`src/hdl/cw305_pkg.sv`:
```
// CW305 target shared definitions
`default_nettype none

package cw305_pkg;

    // Host bus geometry
    localparam int addr_w     = 21;  // Full host address width
    localparam int data_w     = 8;   // Byte-wide data bus
    localparam int mem_w      = 4;   // Decoded index bits per region
    localparam int mem_depth  = 2 ** mem_w;
    localparam int region_bit = 10;  // High selects input region
    localparam int led_w      = 3;

    // Identifier returned at output index 0
    localparam logic [data_w-1:0] id_value = 8'h2E;

    // Output region layout, read-only to host
    localparam logic [mem_w-1:0] out_id     = 4'd0;
    localparam logic [mem_w-1:0] out_switch = 4'd1;
    localparam logic [mem_w-1:0] out_count  = 4'd2;  // Finished trigger pulses

    // Input region layout, host writable
    localparam logic [mem_w-1:0] in_led       = 4'd0;  // LED bits 2:0
    localparam logic [mem_w-1:0] in_pulse_len = 4'd1;  // Trigger length in cycles

    typedef logic [data_w-1:0] byte_t;

    // One request per bus access
    typedef struct packed {
        logic             rd;      // Single-cycle read strobe
        logic             wr;      // Single-cycle write strobe
        logic             region;  // 1 = input region
        logic [mem_w-1:0] index;   // Byte within region
        byte_t            wdata;
    } usb_req_t;

    // Board switches, packed MSB first
    typedef struct packed {
        logic pushbutton;
        logic sw4;
        logic sw3;
        logic sw2;
        logic sw1;
    } switch_t;

endpackage

`default_nettype wire
```
`src/hdl/cw305_top.sv`:
```
// CW305 target top level
`timescale 1ns/1ps
`default_nettype none

module cw305_top (
    // Host bus
    input  wire                         usb_clk,
    input  wire                         rst,
    input  wire [cw305_pkg::addr_w-1:0] usb_addr,
    input  wire cw305_pkg::byte_t       usb_data_in,   // Pad input side
    output cw305_pkg::byte_t            usb_data_out,  // Pad output side
    output logic                        usb_data_oe,   // Pad drive enable
    input  wire                         usb_rdn,
    input  wire                         usb_wrn,
    input  wire                         usb_cen,       // Chip enable, not decoded
    input  wire                         usb_trigger,
    // Board I/O
    input  wire                         sw1,
    input  wire                         sw2,
    input  wire                         sw3,
    input  wire                         sw4,
    input  wire                         pushbutton,
    output logic                        led1,  // Red
    output logic                        led2,  // Green
    output logic                        led3,  // Blue
    input  wire                         pll_clk1,  // No second domain yet
    // 20-pin connector
    output logic                        tio_trigger,
    output logic                        tio_clkout,
    input  wire                         tio_clkin
);

    import cw305_pkg::*;

    usb_req_t          req;
    byte_t             rdata;
    byte_t             pulse_len;
    byte_t             pulse_count;
    switch_t           switches;
    logic [led_w-1:0]  leds;

    assign switches = '{pushbutton: pushbutton, sw4: sw4, sw3: sw3, sw2: sw2, sw1: sw1};

    usb_bus_fsm u_bus_fsm (
        .usb_clk  (usb_clk),
        .rst      (rst),
        .addr     (usb_addr),
        .data_in  (usb_data_in),
        .rdn      (usb_rdn),
        .wrn      (usb_wrn),
        .rdata    (rdata),
        .req      (req),
        .data_out (usb_data_out),
        .data_oe  (usb_data_oe)
    );

    usb_reg_file u_reg_file (
        .usb_clk     (usb_clk),
        .rst         (rst),
        .req         (req),
        .switches    (switches),
        .pulse_count (pulse_count),
        .rdata       (rdata),
        .leds        (leds),
        .pulse_len   (pulse_len)
    );

    trigger_timer u_trigger_timer (
        .usb_clk     (usb_clk),
        .rst         (rst),
        .usb_trigger (usb_trigger),
        .pulse_len   (pulse_len),
        .tio_trigger (tio_trigger),
        .pulse_count (pulse_count)
    );

    // Byte 0x400 is [x x x x x led1 led2 led3]
    assign led1 = leds[2];
    assign led2 = leds[1];
    assign led3 = leds[0];

    assign tio_clkout = tio_clkin;  // Straight pass-through

endmodule

`default_nettype wire

```
`src/hdl/trigger_timer.sv`:
```
// Trigger pulse timer
`timescale 1ns/1ps
`default_nettype none

module trigger_timer (
    input  wire                   usb_clk,
    input  wire                   rst,
    input  wire                   usb_trigger,  // Rising edge starts a pulse
    input  wire cw305_pkg::byte_t pulse_len,    // Pulse length in cycles
    output logic                  tio_trigger,
    output cw305_pkg::byte_t      pulse_count   // Wraps at 8 bits
);

    import cw305_pkg::*;

    logic  trig_q;  // Previous usb_trigger
    logic  rise;
    byte_t remain;  // Cycles left in current pulse

    assign rise = usb_trigger && !trig_q;

    always_ff @(posedge usb_clk) begin
        if (rst) begin
            trig_q      <= 1'b0;
            remain      <= '0;
            pulse_count <= '0;
        end else begin
            trig_q <= usb_trigger;
            if (remain == '0) begin
                // Idle, a zero length loads nothing
                if (rise) begin
                    remain <= pulse_len;
                end
            end else begin
                remain <= remain - 1'b1;  // Edges during pulse ignored
                if (remain == 8'd1) begin
                    pulse_count <= pulse_count + 1'b1;  // Pulse ends here
                end
            end
        end
    end

    assign tio_trigger = (remain != '0);

endmodule

`default_nettype wire

```
`src/hdl/usb_reg_file.sv`:
```
// Host register file
`timescale 1ns/1ps
`default_nettype none

module usb_reg_file (
    input  wire                           usb_clk,
    input  wire                           rst,
    input  wire cw305_pkg::usb_req_t      req,          // From bus FSM
    input  wire cw305_pkg::switch_t       switches,
    input  wire cw305_pkg::byte_t         pulse_count,  // Finished pulses
    output cw305_pkg::byte_t              rdata,
    output logic [cw305_pkg::led_w-1:0]   leds,
    output cw305_pkg::byte_t              pulse_len
);

    import cw305_pkg::*;

    byte_t in_mem [mem_depth];  // Input region storage
    byte_t out_byte;            // Selected output region byte

    // Input region writes, output region is read-only
    always_ff @(posedge usb_clk) begin
        if (rst) begin
            for (int i = 0; i < mem_depth; i++) begin
                in_mem[i] <= '0;
            end
        end else if (req.wr && req.region) begin
            in_mem[req.index] <= req.wdata;
        end
    end

    // Output region decode
    always_comb begin
        case (req.index)
            out_id:     out_byte = id_value;
            out_switch: out_byte = {{(data_w - $bits(switch_t)){1'b0}}, switches};
            out_count:  out_byte = pulse_count;
            default:    out_byte = '0;  // Unmapped reads as zero
        endcase
    end

    // Read data captured on the edge after rd, held until next read
    always_ff @(posedge usb_clk) begin
        if (req.rd) begin
            rdata <= req.region ? in_mem[req.index] : out_byte;
        end
    end

    assign leds      = in_mem[in_led][led_w-1:0];  // Byte 0 bits 2:0
    assign pulse_len = in_mem[in_pulse_len];

endmodule

`default_nettype wire

```
`src/hdl/usb_bus_fsm.sv`:
```
// Host bus access state machine
`timescale 1ns/1ps
`default_nettype none

module usb_bus_fsm (
    input  wire                      usb_clk,
    input  wire                      rst,
    input  wire [cw305_pkg::addr_w-1:0] addr,     // Host address
    input  wire cw305_pkg::byte_t    data_in,     // Host write data
    input  wire                      rdn,         // Active-low read level
    input  wire                      wrn,         // Active-low write level
    input  wire cw305_pkg::byte_t    rdata,       // Registered read data
    output cw305_pkg::usb_req_t      req,
    output cw305_pkg::byte_t         data_out,
    output logic                     data_oe
);

    import cw305_pkg::*;

    typedef enum logic [1:0] {
        idle,
        read_hold,   // Strobe sent, wait for rdn high
        write_hold   // Strobe sent, wait for wrn high
    } state_t;

    state_t state;

    always_ff @(posedge usb_clk) begin
        if (rst) begin
            state <= idle;
            req   <= '0;
        end else begin
            // Strobes last one cycle only
            req.rd <= 1'b0;
            req.wr <= 1'b0;
            case (state)
                idle: begin
                    if (!wrn) begin
                        state      <= write_hold;
                        req.wr     <= 1'b1;
                        req.region <= addr[region_bit];
                        req.index  <= addr[mem_w-1:0];  // Upper bits alias
                        req.wdata  <= data_in;
                    end else if (!rdn) begin
                        state      <= read_hold;
                        req.rd     <= 1'b1;
                        req.region <= addr[region_bit];
                        req.index  <= addr[mem_w-1:0];
                    end
                end
                read_hold: begin
                    if (rdn) begin
                        state <= idle;  // Releases data_oe on this edge
                    end
                end
                write_hold: begin
                    if (wrn) begin
                        state <= idle;
                    end
                end
                default: state <= idle;
            endcase
        end
    end

    // Drive the pad only while a read is held
    assign data_oe  = (state == read_hold);
    assign data_out = (state == read_hold) ? rdata : '0;  // Valid from edge 1

endmodule

`default_nettype wire

```
`config.mk`:
```
export PLATFORM = sky130hd
export DESIGN_NAME = cw305_top
export DESIGN_NICKNAME = d
export VERILOG_FILES = /design/src/hdl/cw305_pkg.sv /design/src/hdl/cw305_top.sv /design/src/hdl/trigger_timer.sv /design/src/hdl/usb_reg_file.sv /design/src/hdl/usb_bus_fsm.sv
export SDC_FILE = /design/constraint.sdc
export NUM_CORES = 1
export LEC_CHECK = 0
export ABC_AREA = 1
export BUFFER_PORTS_ARGS = -buffer_cell sky130_fd_sc_hd__clkbuf_2
export CAP_MARGIN = 40
export CORE_MARGIN = 5
export CORE_UTILIZATION = 55
export DETAILED_ROUTE_END_ITERATION = 16
export GPL_TIMING_DRIVEN = 1
export PLACE_DENSITY = 0.84
export SYNTH_ARGS = -nofsm -noshare
export SYNTH_HDL_FRONTEND = slang
export SYNTH_SLANG_ARGS = --single-unit
```
`constraint.sdc`:
```
create_clock -name usb_clk -period 1.6 [get_ports usb_clk]
set_clock_uncertainty 0.2 [all_clocks]
set_input_delay 0 -clock usb_clk [delete_from_list [all_inputs] [get_ports usb_clk]]
set_output_delay 0 -clock usb_clk [all_outputs]
set_load 0.01 [all_outputs]
```
==> summary.md, run 1 <==
| Metric | Value |
|---|---|
| Largest buffer count on any clock path | `2` |
| Multiplexer area fraction after synthesis | `0%` |
| Net Sw Frac | `30.9%` |
| Vias per cell | `6.13` |
| CTS clk-pin slew, worst paths | `0.07 ns` |
| Logic gate share of total power | `23.0%` |
| RSZ-0062 raised after global routing | `true` |
| Syn Area/Cell | `8.53 um2` |
| Row Count | `45` |
| Met3 usage | `6.34%` |
| Synth Area in Compound Gates | `3.51%` |
| Final WL | `27900 um` |
| Gr busiest metal | `met2` |
| Post-Syn Area | `0.00833 mm2` |
| Post-Syn Nets | `1023` |
| Worst Tran Pin Value | `0.529 ns` |
| GR met2 Demand/Resource | `43.9%` |
| Fillcell total | `828` |
| Pins Over Slew Limit | `0` |
| IO Count | `56` |
| First-pass GRT wire length | `36700 um` |
| Critical path required time | `1.60 ns` |
| Number of global-route vias before repair | `7124` |
| Root Buffer | `clkbuf_16` |
| Final HPWL DP | `14200 um` |
| Register bit count reported by yosys | `174` |
| Die ar. | `0.0177 mm2` |
| Setup TNS | `-8.03 ns` |
| Max Freq | `555 MHz` |
| DRC violations left | `0` |
| Routed via count | `7972` |
| Most used DFF post-synth | `edfxtp_1` |
| Worst-path fanout max | `8` |
| Setup Viol. Count Final | `170` |
| Post-synth top area share | `49.0%` |
| Fin. Hold Viols | `0` |
| Die Y | `133 um` |
| Tightest Hold Check Type | `primary input to register` |
| Worst path arrival time | `1.81 ns` |
| Met1 usage | `32.5%` |
| Clock Latency Late Sink | `0.45 ns` |
| Clock share of power | `33.4%` |
| Final Critical Period | `1.80 ns` |
| GRT Util Overall | `26.9%` |
| Simple logic cell fraction of the synthesized area | `28.3%` |
| P_int | `8.40 mW` |
| Drt pass-1 iters | `7` |
| Register area share after synthesis | `58.1%` |
| Max-slew headroom at the worst pin | `64.6%` |
| Max cap viols | `0` |
| Critical path class | `register to register` |
| Failing checks | `setup timing` |
| Post-Synthesis Cells | `977` |
| Post-synthesis xor/xnor area fraction | `0.315%` |
| Area leader, netlist | `edfxtp_1` |
| Area occupied by multi-input gates | `0.00335 mm2` |
| Layout cells sized above 1 | `29.3%` |
| Pwr Total | `12.2 mW` |
| Register area | `0.00486 mm2` |
| Final WS setup | `-0.202 ns` |
| Final period utilization | `113%` |
| Adder-cell share of the synthesized area | `0.601%` |
| Largest cells by area after synthesis | `edfxtp_1 (49%), nand2_1 (12%), dfxtp_1 (9.1%)` |
| PortBufs | `35` |
| Wire per inst | `21.4 um` |
| Combinational family with the most area after synthesis | `simple AND/OR/NAND/NOR gates` |
| Maximum vdd drop | `0.000882 V` |
| GP Congestion | `0.949` |
| Fin util | `72.8%` |
| Worst setup EP type | `register` |
| H-tree levels | `4` |
| 1st-iter DRT viols | `1406` |
| Die X-Extent | `133 um` |
| Yosys warning count | `0` |
| Seq pwr share | `43.6%` |
| Static Leak | `4.76 nW` |
| Initial antenna violation count | `0` |
| Largest net degree at the start of global routing | `39` |
| Unique masters post-synth | `32` |
| Core area | `0.0150 mm2` |
| PwrDens | `1110 mW/mm2` |
| Hold slack | `0.188 ns` |
| Total grt overflow | `0` |
| NetSw | `3.76 mW` |
| TritonCTS Buffers | `17` |
| Asr flop ratio synth | `0%` |
| Post-synth EDFFs | `136` |
| Startpoint Class | `register` |
| Final #Nets | `1144` |
| Outcome | `finished with violations` |
| Final ANT Viol Nets | `0` |
| Initial core utilization | `55.4%` |
| Layout overhead on the synthesized area | `31.2%` |
| Clk sinks | `174` |
| CTS tree | `yes` |
[flip-flops by register name, indices dropped and copies added, names as in the netlist, named ones only]
register and cells:
u_reg_file.in_mem 128, u_bus_fsm.req 15, u_reg_file.rdata 8, u_trigger_timer.pulse_count 8, u_trigger_timer.remain 8, u_bus_fsm.state 2
u_trigger_timer.trig_q 1
[cells in the final DEF (no fill, tap or decap), drive strengths merged, types with 4 or more instances in the layout]
cell	count
clkbuf	50
buf	86
nor3	6
o21ai	31
dfxtp	38
nand2	272
inv	137
clkinv	14
a21oi	24
dlygate4sd3	26
nand3	105
edfxtp	136
nor2	169
ha	4
[power groups by stage]
stage | clock [mW] | combinational (mW) | sequential, mW
2_1_floorplan | 0 | 1.35 | 5.30
3_3_place_gp | 0 | 1.87 | 5.33
3_5_place_dp | 0 | 1.90 | 5.34
4_1_cts | 4.02 | 2.17 | 5.25
5_1_grt | 4.25 | 2.99 | 5.32
6_report | 4.07 | 2.79 | 5.30
[cell usage after synthesis, types with 2 or more instances]
cell and n:
a21oi_1 24, nand2_2 15, xor2_1 3, nor3_4 2, nor2_4 2, buf_6 6
nand2_1 257, inv_1 124, o21ai_0 29, nor3_1 4, clkbuf_1 11, nor2_2 5
edfxtp_1 136, inv_2 5, buf_2 19, buf_4 4, nand3b_1 2, nand4_1 2
nand3_1 103, ha_1 4, clkinv_1 10, nor2_1 162, buf_1 2, dfxtp_1 38
[repair_timing]
action                                 in CTS  in global routing
buffers inserted                            9                  8
setup endpoints to repair                 120                217
gates resized for setup                    57                152
endpoints found under the hold margin      43                  0
pin swaps                                  12                 49
cloned                                      6                  3
hold buffers                               26                  0
[layer usage]
metal	vias to the layer above	wire length [um]
li1	3348	-
met1	3652	9090
met2	728	12800
met3	244	3250
met4	0	2740
met5	-	0
[final timing paths]
path	cells after the start	end	start	slack, ns
worst min-delay path	4	u_bus_fsm.req[0]$_SDFFE_PP0P_	usb_data_in[0]	0.19
worst min register to register	2	u_bus_fsm.req[6]$_SDFFE_PP0P_	u_bus_fsm.req[6]$_SDFFE_PP0P_	0.24
worst max-delay path	10	u_reg_file.rdata[5]$_DFFE_PP_	register	-0.20
worst max register to register	10	u_reg_file.rdata[5]$_DFFE_PP_	register	-0.20
[worst max-delay path: stages (launching register included)]
cell,delay (ns)
dfxtp_4,0.38
buf_8,0.15
clkbuf_16,0.18
nand2_1,0.06
nand2_1,0.06
nand2_1,0.08
nand3_1,0.13
nand2_1,0.12
nand2_1,0.07
nand3_1,0.07
nand2_1,0.05
[stage by stage]
step	area (um2)	instances	worst slack, ns
2_1_floorplan	8360	977	-0.0721
3_3_place_gp	9070	1215	-0.113
3_5_place_dp	9070	1215	-0.156
4_1_cts	10300	1288	-0.0340
5_1_grt	10900	1299	-0.222
6_report	10900	1300	-0.202
[area by class of cell]
class / count / share of cell area (%)
sequential: 174 / 44.5
timing repair inverter: 1 / 0.0572
clock inverter: 13 / 1.20
multi-input combinational: 622 / 30.6
timing repair buffer: 143 / 12.6
inverter: 139 / 4.97
clock buffer: 19 / 3.96
antenna: 1 / 0.0229
tap: 188 / 2.15
[logic make-up (layout without fill, tap and decap cells)]
group,count (synthesis),count (layout)
AO/OA/AOI/OAI,57,57
XOR/XNOR,3,3
adder cells (fa/ha/maj),4,4
buffers and inverters,181,315
flip-flops,174,174
other,0,1
AND/OR/NAND/NOR,558,558
(Power assumes the default switching activity.)
==> run 2, diff against run 1 <==
--- a/config.mk
+++ b/config.mk
@@ -16,3 +16,4 @@
 export SYNTH_ARGS = -nofsm -noshare
 export SYNTH_HDL_FRONTEND = slang
 export SYNTH_SLANG_ARGS = --single-unit
+export TNS_END_PERCENT = 10
==> run 2 against run 1 <==
Net effect: the run still ends with setup timing left; combinational power fell by 2%; core utilization rose by 0.64 points; non-clock buffer count rose by 7; largest cell class unchanged.
==> summary.md, run 2 (synthesis gave the netlist of run 1 again) <==
| Metric | Value |
|---|---|
| Initial antenna violation count | `0 (unchanged)` |
| DRC violations left | `0 (unchanged)` |
| Largest buffer count on any clock path | `2 (unchanged)` |
| Row Count | `45 (unchanged)` |
| Final HPWL DP | `14300 um (+0.64%)` |
| Final #Nets | `1151 (+0.61%)` |
| Worst setup EP type | `register` |
| Critical Path Most Common Cell | `nand2_1` |
| Setup Viol. Count Final | `178 (+4.7%)` |
| Most frequent cells in the layout | `nand2_1 (197), nor2_1 (139), edfxtp_1 (136), inv_1 (121), nand3_1 (56)` |
| Critical path, cell by cell | `inv_1 > buf_12 > nand3_1 > nand3_1 > nand2_2 > nand2_1 > nand2_1 > nand2_1 > nand2_1` |
| CTS clk-pin slew, worst paths | `0.08 ns (about the same)` |
| PortBufs | `35 (unchanged)` |
| H-tree levels | `4 (unchanged)` |
| Placed cell areas | `0.00922 mm2 (+1.6%)` |
| Final ANT Viol Nets | `0 (unchanged)` |
| Fillcell total | `819 (-1.1%)` |
| Largest net degree at the start of global routing | `34 (-13%)` |
| Static Leak | `4.78 nW (+0.22%)` |
| Clock share of power | `34.1% (+0.7 points)` |
| Layout overhead on the synthesized area | `32.4%` |
| Die Y | `133 um (unchanged)` |
| FF-to-FF path depth | `9 (-1)` |
| Clk sinks | `174 (unchanged)` |
| Antenna Diode Count | `0 (-1)` |
| Most common cell after layout, fill and taps aside | `nand2_1` |
| Final period utilization | `122% (+9.0 points)` |
| Pins Over Slew Limit | `0 (unchanged)` |
| PwrDens | `1100 mW/mm2 (-0.69%)` |
| Critical path required time | `1.59 ns (about the same)` |
| Largest stage delay, worst path | `0.38 ns (about the same)` |
| Outcome | `finished with violations` |
| Number of global-route vias before repair | `7619 (+6.9%)` |
| IO Count | `56 (unchanged)` |
| Die ar. | `0.0177 mm2 (unchanged)` |
| GRT Util Overall | `28.1% (+1.2 points)` |
| Die X-Extent | `133 um (unchanged)` |
| Final Critical Period | `1.95 ns (+0.144 ns)` |
| Worst path arrival time | `1.93 ns (+0.12 ns)` |
| Top reg by flops | `u_reg_file.in_mem` |
| First-pass GRT wire length | `38700 um (+5.5%)` |
| P_int | `8.37 mW (-0.34%)` |
| Worst-path fanout max | `31 (+23)` |
| Drt pass-1 iters | `7 (unchanged)` |
| DP Cell Count | `1235 (+1.6%)` |
| 1st-iter DRT viols | `1228 (-13%)` |
| Routed via count | `7996 (+0.30%)` |
| Fin. Hold Viols | `0 (unchanged)` |
| Worst Tran Pin Value | `0.647 ns (+0.118 ns)` |
| Vias per cell | `6.12 (-0.16%)` |
| CTS tree | `yes` |
| CP top delay family | `simple AND/OR/NAND/NOR gates` |
| Final Cell Area | `0.0110 mm2 (+0.88%)` |
| Failing checks | `setup timing` |
| CP Depth | `9 (-1)` |
| RR Endpoint | `u_reg_file.rdata[6]$_DFFE_PP_` |
| Startpoint Class | `register` |
| Seq pwr share | `43.5% (about the same)` |
| GP Congestion | `0.919 (-3.1%)` |
| Max-slew headroom at the worst pin | `56.9% (-7.7 points)` |
| Critical path class | `register to register` |
| Total grt overflow | `0 (unchanged)` |
| Logic gate share of total power | `22.4% (-0.6 points)` |
| Setup TNS | `-9.58 ns (-1.55 ns)` |
| Crit-path slowest cell | `dfxtp_2` |
| Finished Layout Cells | `1306 (+0.46%)` |
| Placement Setup Slack | `-0.115 ns (+0.0411 ns)` |
| Critical path buffer and inverter count | `2 (unchanged)` |
| Initial core utilization | `55.4% (unchanged)` |
| Worst setup path endpoint | `u_reg_file.rdata[6]$_DFFE_PP_` |
| Core area | `0.0150 mm2 (unchanged)` |
| Tightest Hold Check Type | `primary input to register` |
| Final WS setup | `-0.347 ns (-0.144 ns)` |
| R2r setup slk | `-0.35 ns (-0.14 ns)` |
| RSZ-0062 raised after global routing | `true` |
| Root Buffer | `clkbuf_16` |
| Clock Latency Late Sink | `0.44 ns (about the same)` |
| Top flop regs | `u_reg_file.in_mem: 128 flops, u_bus_fsm.req: 15 flops` |
| Max reg flops | `128 (unchanged)` |
| TritonCTS Buffers | `17 (unchanged)` |
| Max cap viols | `0 (unchanged)` |
| Layout cells sized above 1 | `30.7% (+1.3 points)` |
| NetSw | `3.81 mW (+1.3%)` |
| Net Sw Frac | `31.3% (+0.36 points)` |
| Max Freq | `514 MHz (-7.4%)` |
| Wire per inst | `21.9 um (+2.3%)` |
| Maximum vdd drop | `0.00116 V (+32%)` |
| Pwr Total | `12.2 mW (+0.18%)` |
| Final WL | `28600 um (+2.7%)` |
==> run 2: cell types whose count changed in the layout (fill, tap and decap cells not counted), sizes merged <==
cell         change
clkinv           -2
clkbuf           +7
inv              +3
clkinvlp         -1
buf              +1
dlygate4sd3      -1
diode            -1
==> run 2: stage by stage <==
step	util (%)	hold WS (ns)
floorplan	-	-0.127
finish	73.4	0.157
global route	73.4	0.161
detailed placement	61.3	-0.200
global placement	61.3	-0.200
CTS	68.8	0.0597
==> run 2: worst register-to-register path, cell delays in order, from the launching register on <==
cell	delay [ns]
dfxtp_2	0.38
inv_1	0.23
buf_12	0.26
nand3_1	0.14
nand3_1	0.17
nand2_2	0.08
nand2_1	0.08
nand2_1	0.06
nand2_1	0.06
nand2_1	0.05
==> run 2: area by class of cell <==
type	count	area, um2	area share, %
sequential	174	4860	44.1
timing repair inverter	1	6.26	0.0567
timing repair buffer	150	1450	13.2
clock buffer	19	443	4.01
inverter	139	537	4.87
tap	188	235	2.13
multi-input combinational	622	3370	30.6
clock inverter	13	126	1.15
==> run 2: metal layers <==
metal  wire length [um]  track usage [%]
met1               9200             34.0
met2              13500             46.8
met3               3370             5.89
met4               2570             16.1
met5                  0                0
==> run 2: how the worst min path moves through the flow <==
stage	start	end	slack [ns]	depth (start not counted)
finish	usb_rdn	u_bus_fsm.state[0]$_SDFFE_PP0P_	0.16	3
global route	usb_rdn	u_bus_fsm.state[0]$_SDFFE_PP0P_	0.16	3
CTS	rst	u_bus_fsm.req[2]$_SDFFE_PP0P_	0.06	5
detailed placement	tio_clkin	tio_clkout	-0.20	0
global placement	tio_clkin	tio_clkout	-0.20	0
floorplan	rst	u_bus_fsm.state[0]$_SDFFE_PP0P_	-0.13	1
==> run 2: timing repair <==
item	CTS	global route
gates cloned	4	4
endpoints found under the setup margin	149	241
gates resized for setup	57	168
pin swaps	8	37
endpoints found under the hold margin	36	0
hold buffers	25	0
setup buffers	5	2
==> run 2: power groups by stage <==
stage	sequential, mW	combinational (mW)	clock, mW
6_report	5.30	2.73	4.15
5_1_grt	5.31	2.90	4.32
4_1_cts	5.24	2.19	4.05
3_5_place_dp	5.33	1.97	0
3_3_place_gp	5.32	1.91	0
2_1_floorplan	5.30	1.34	0
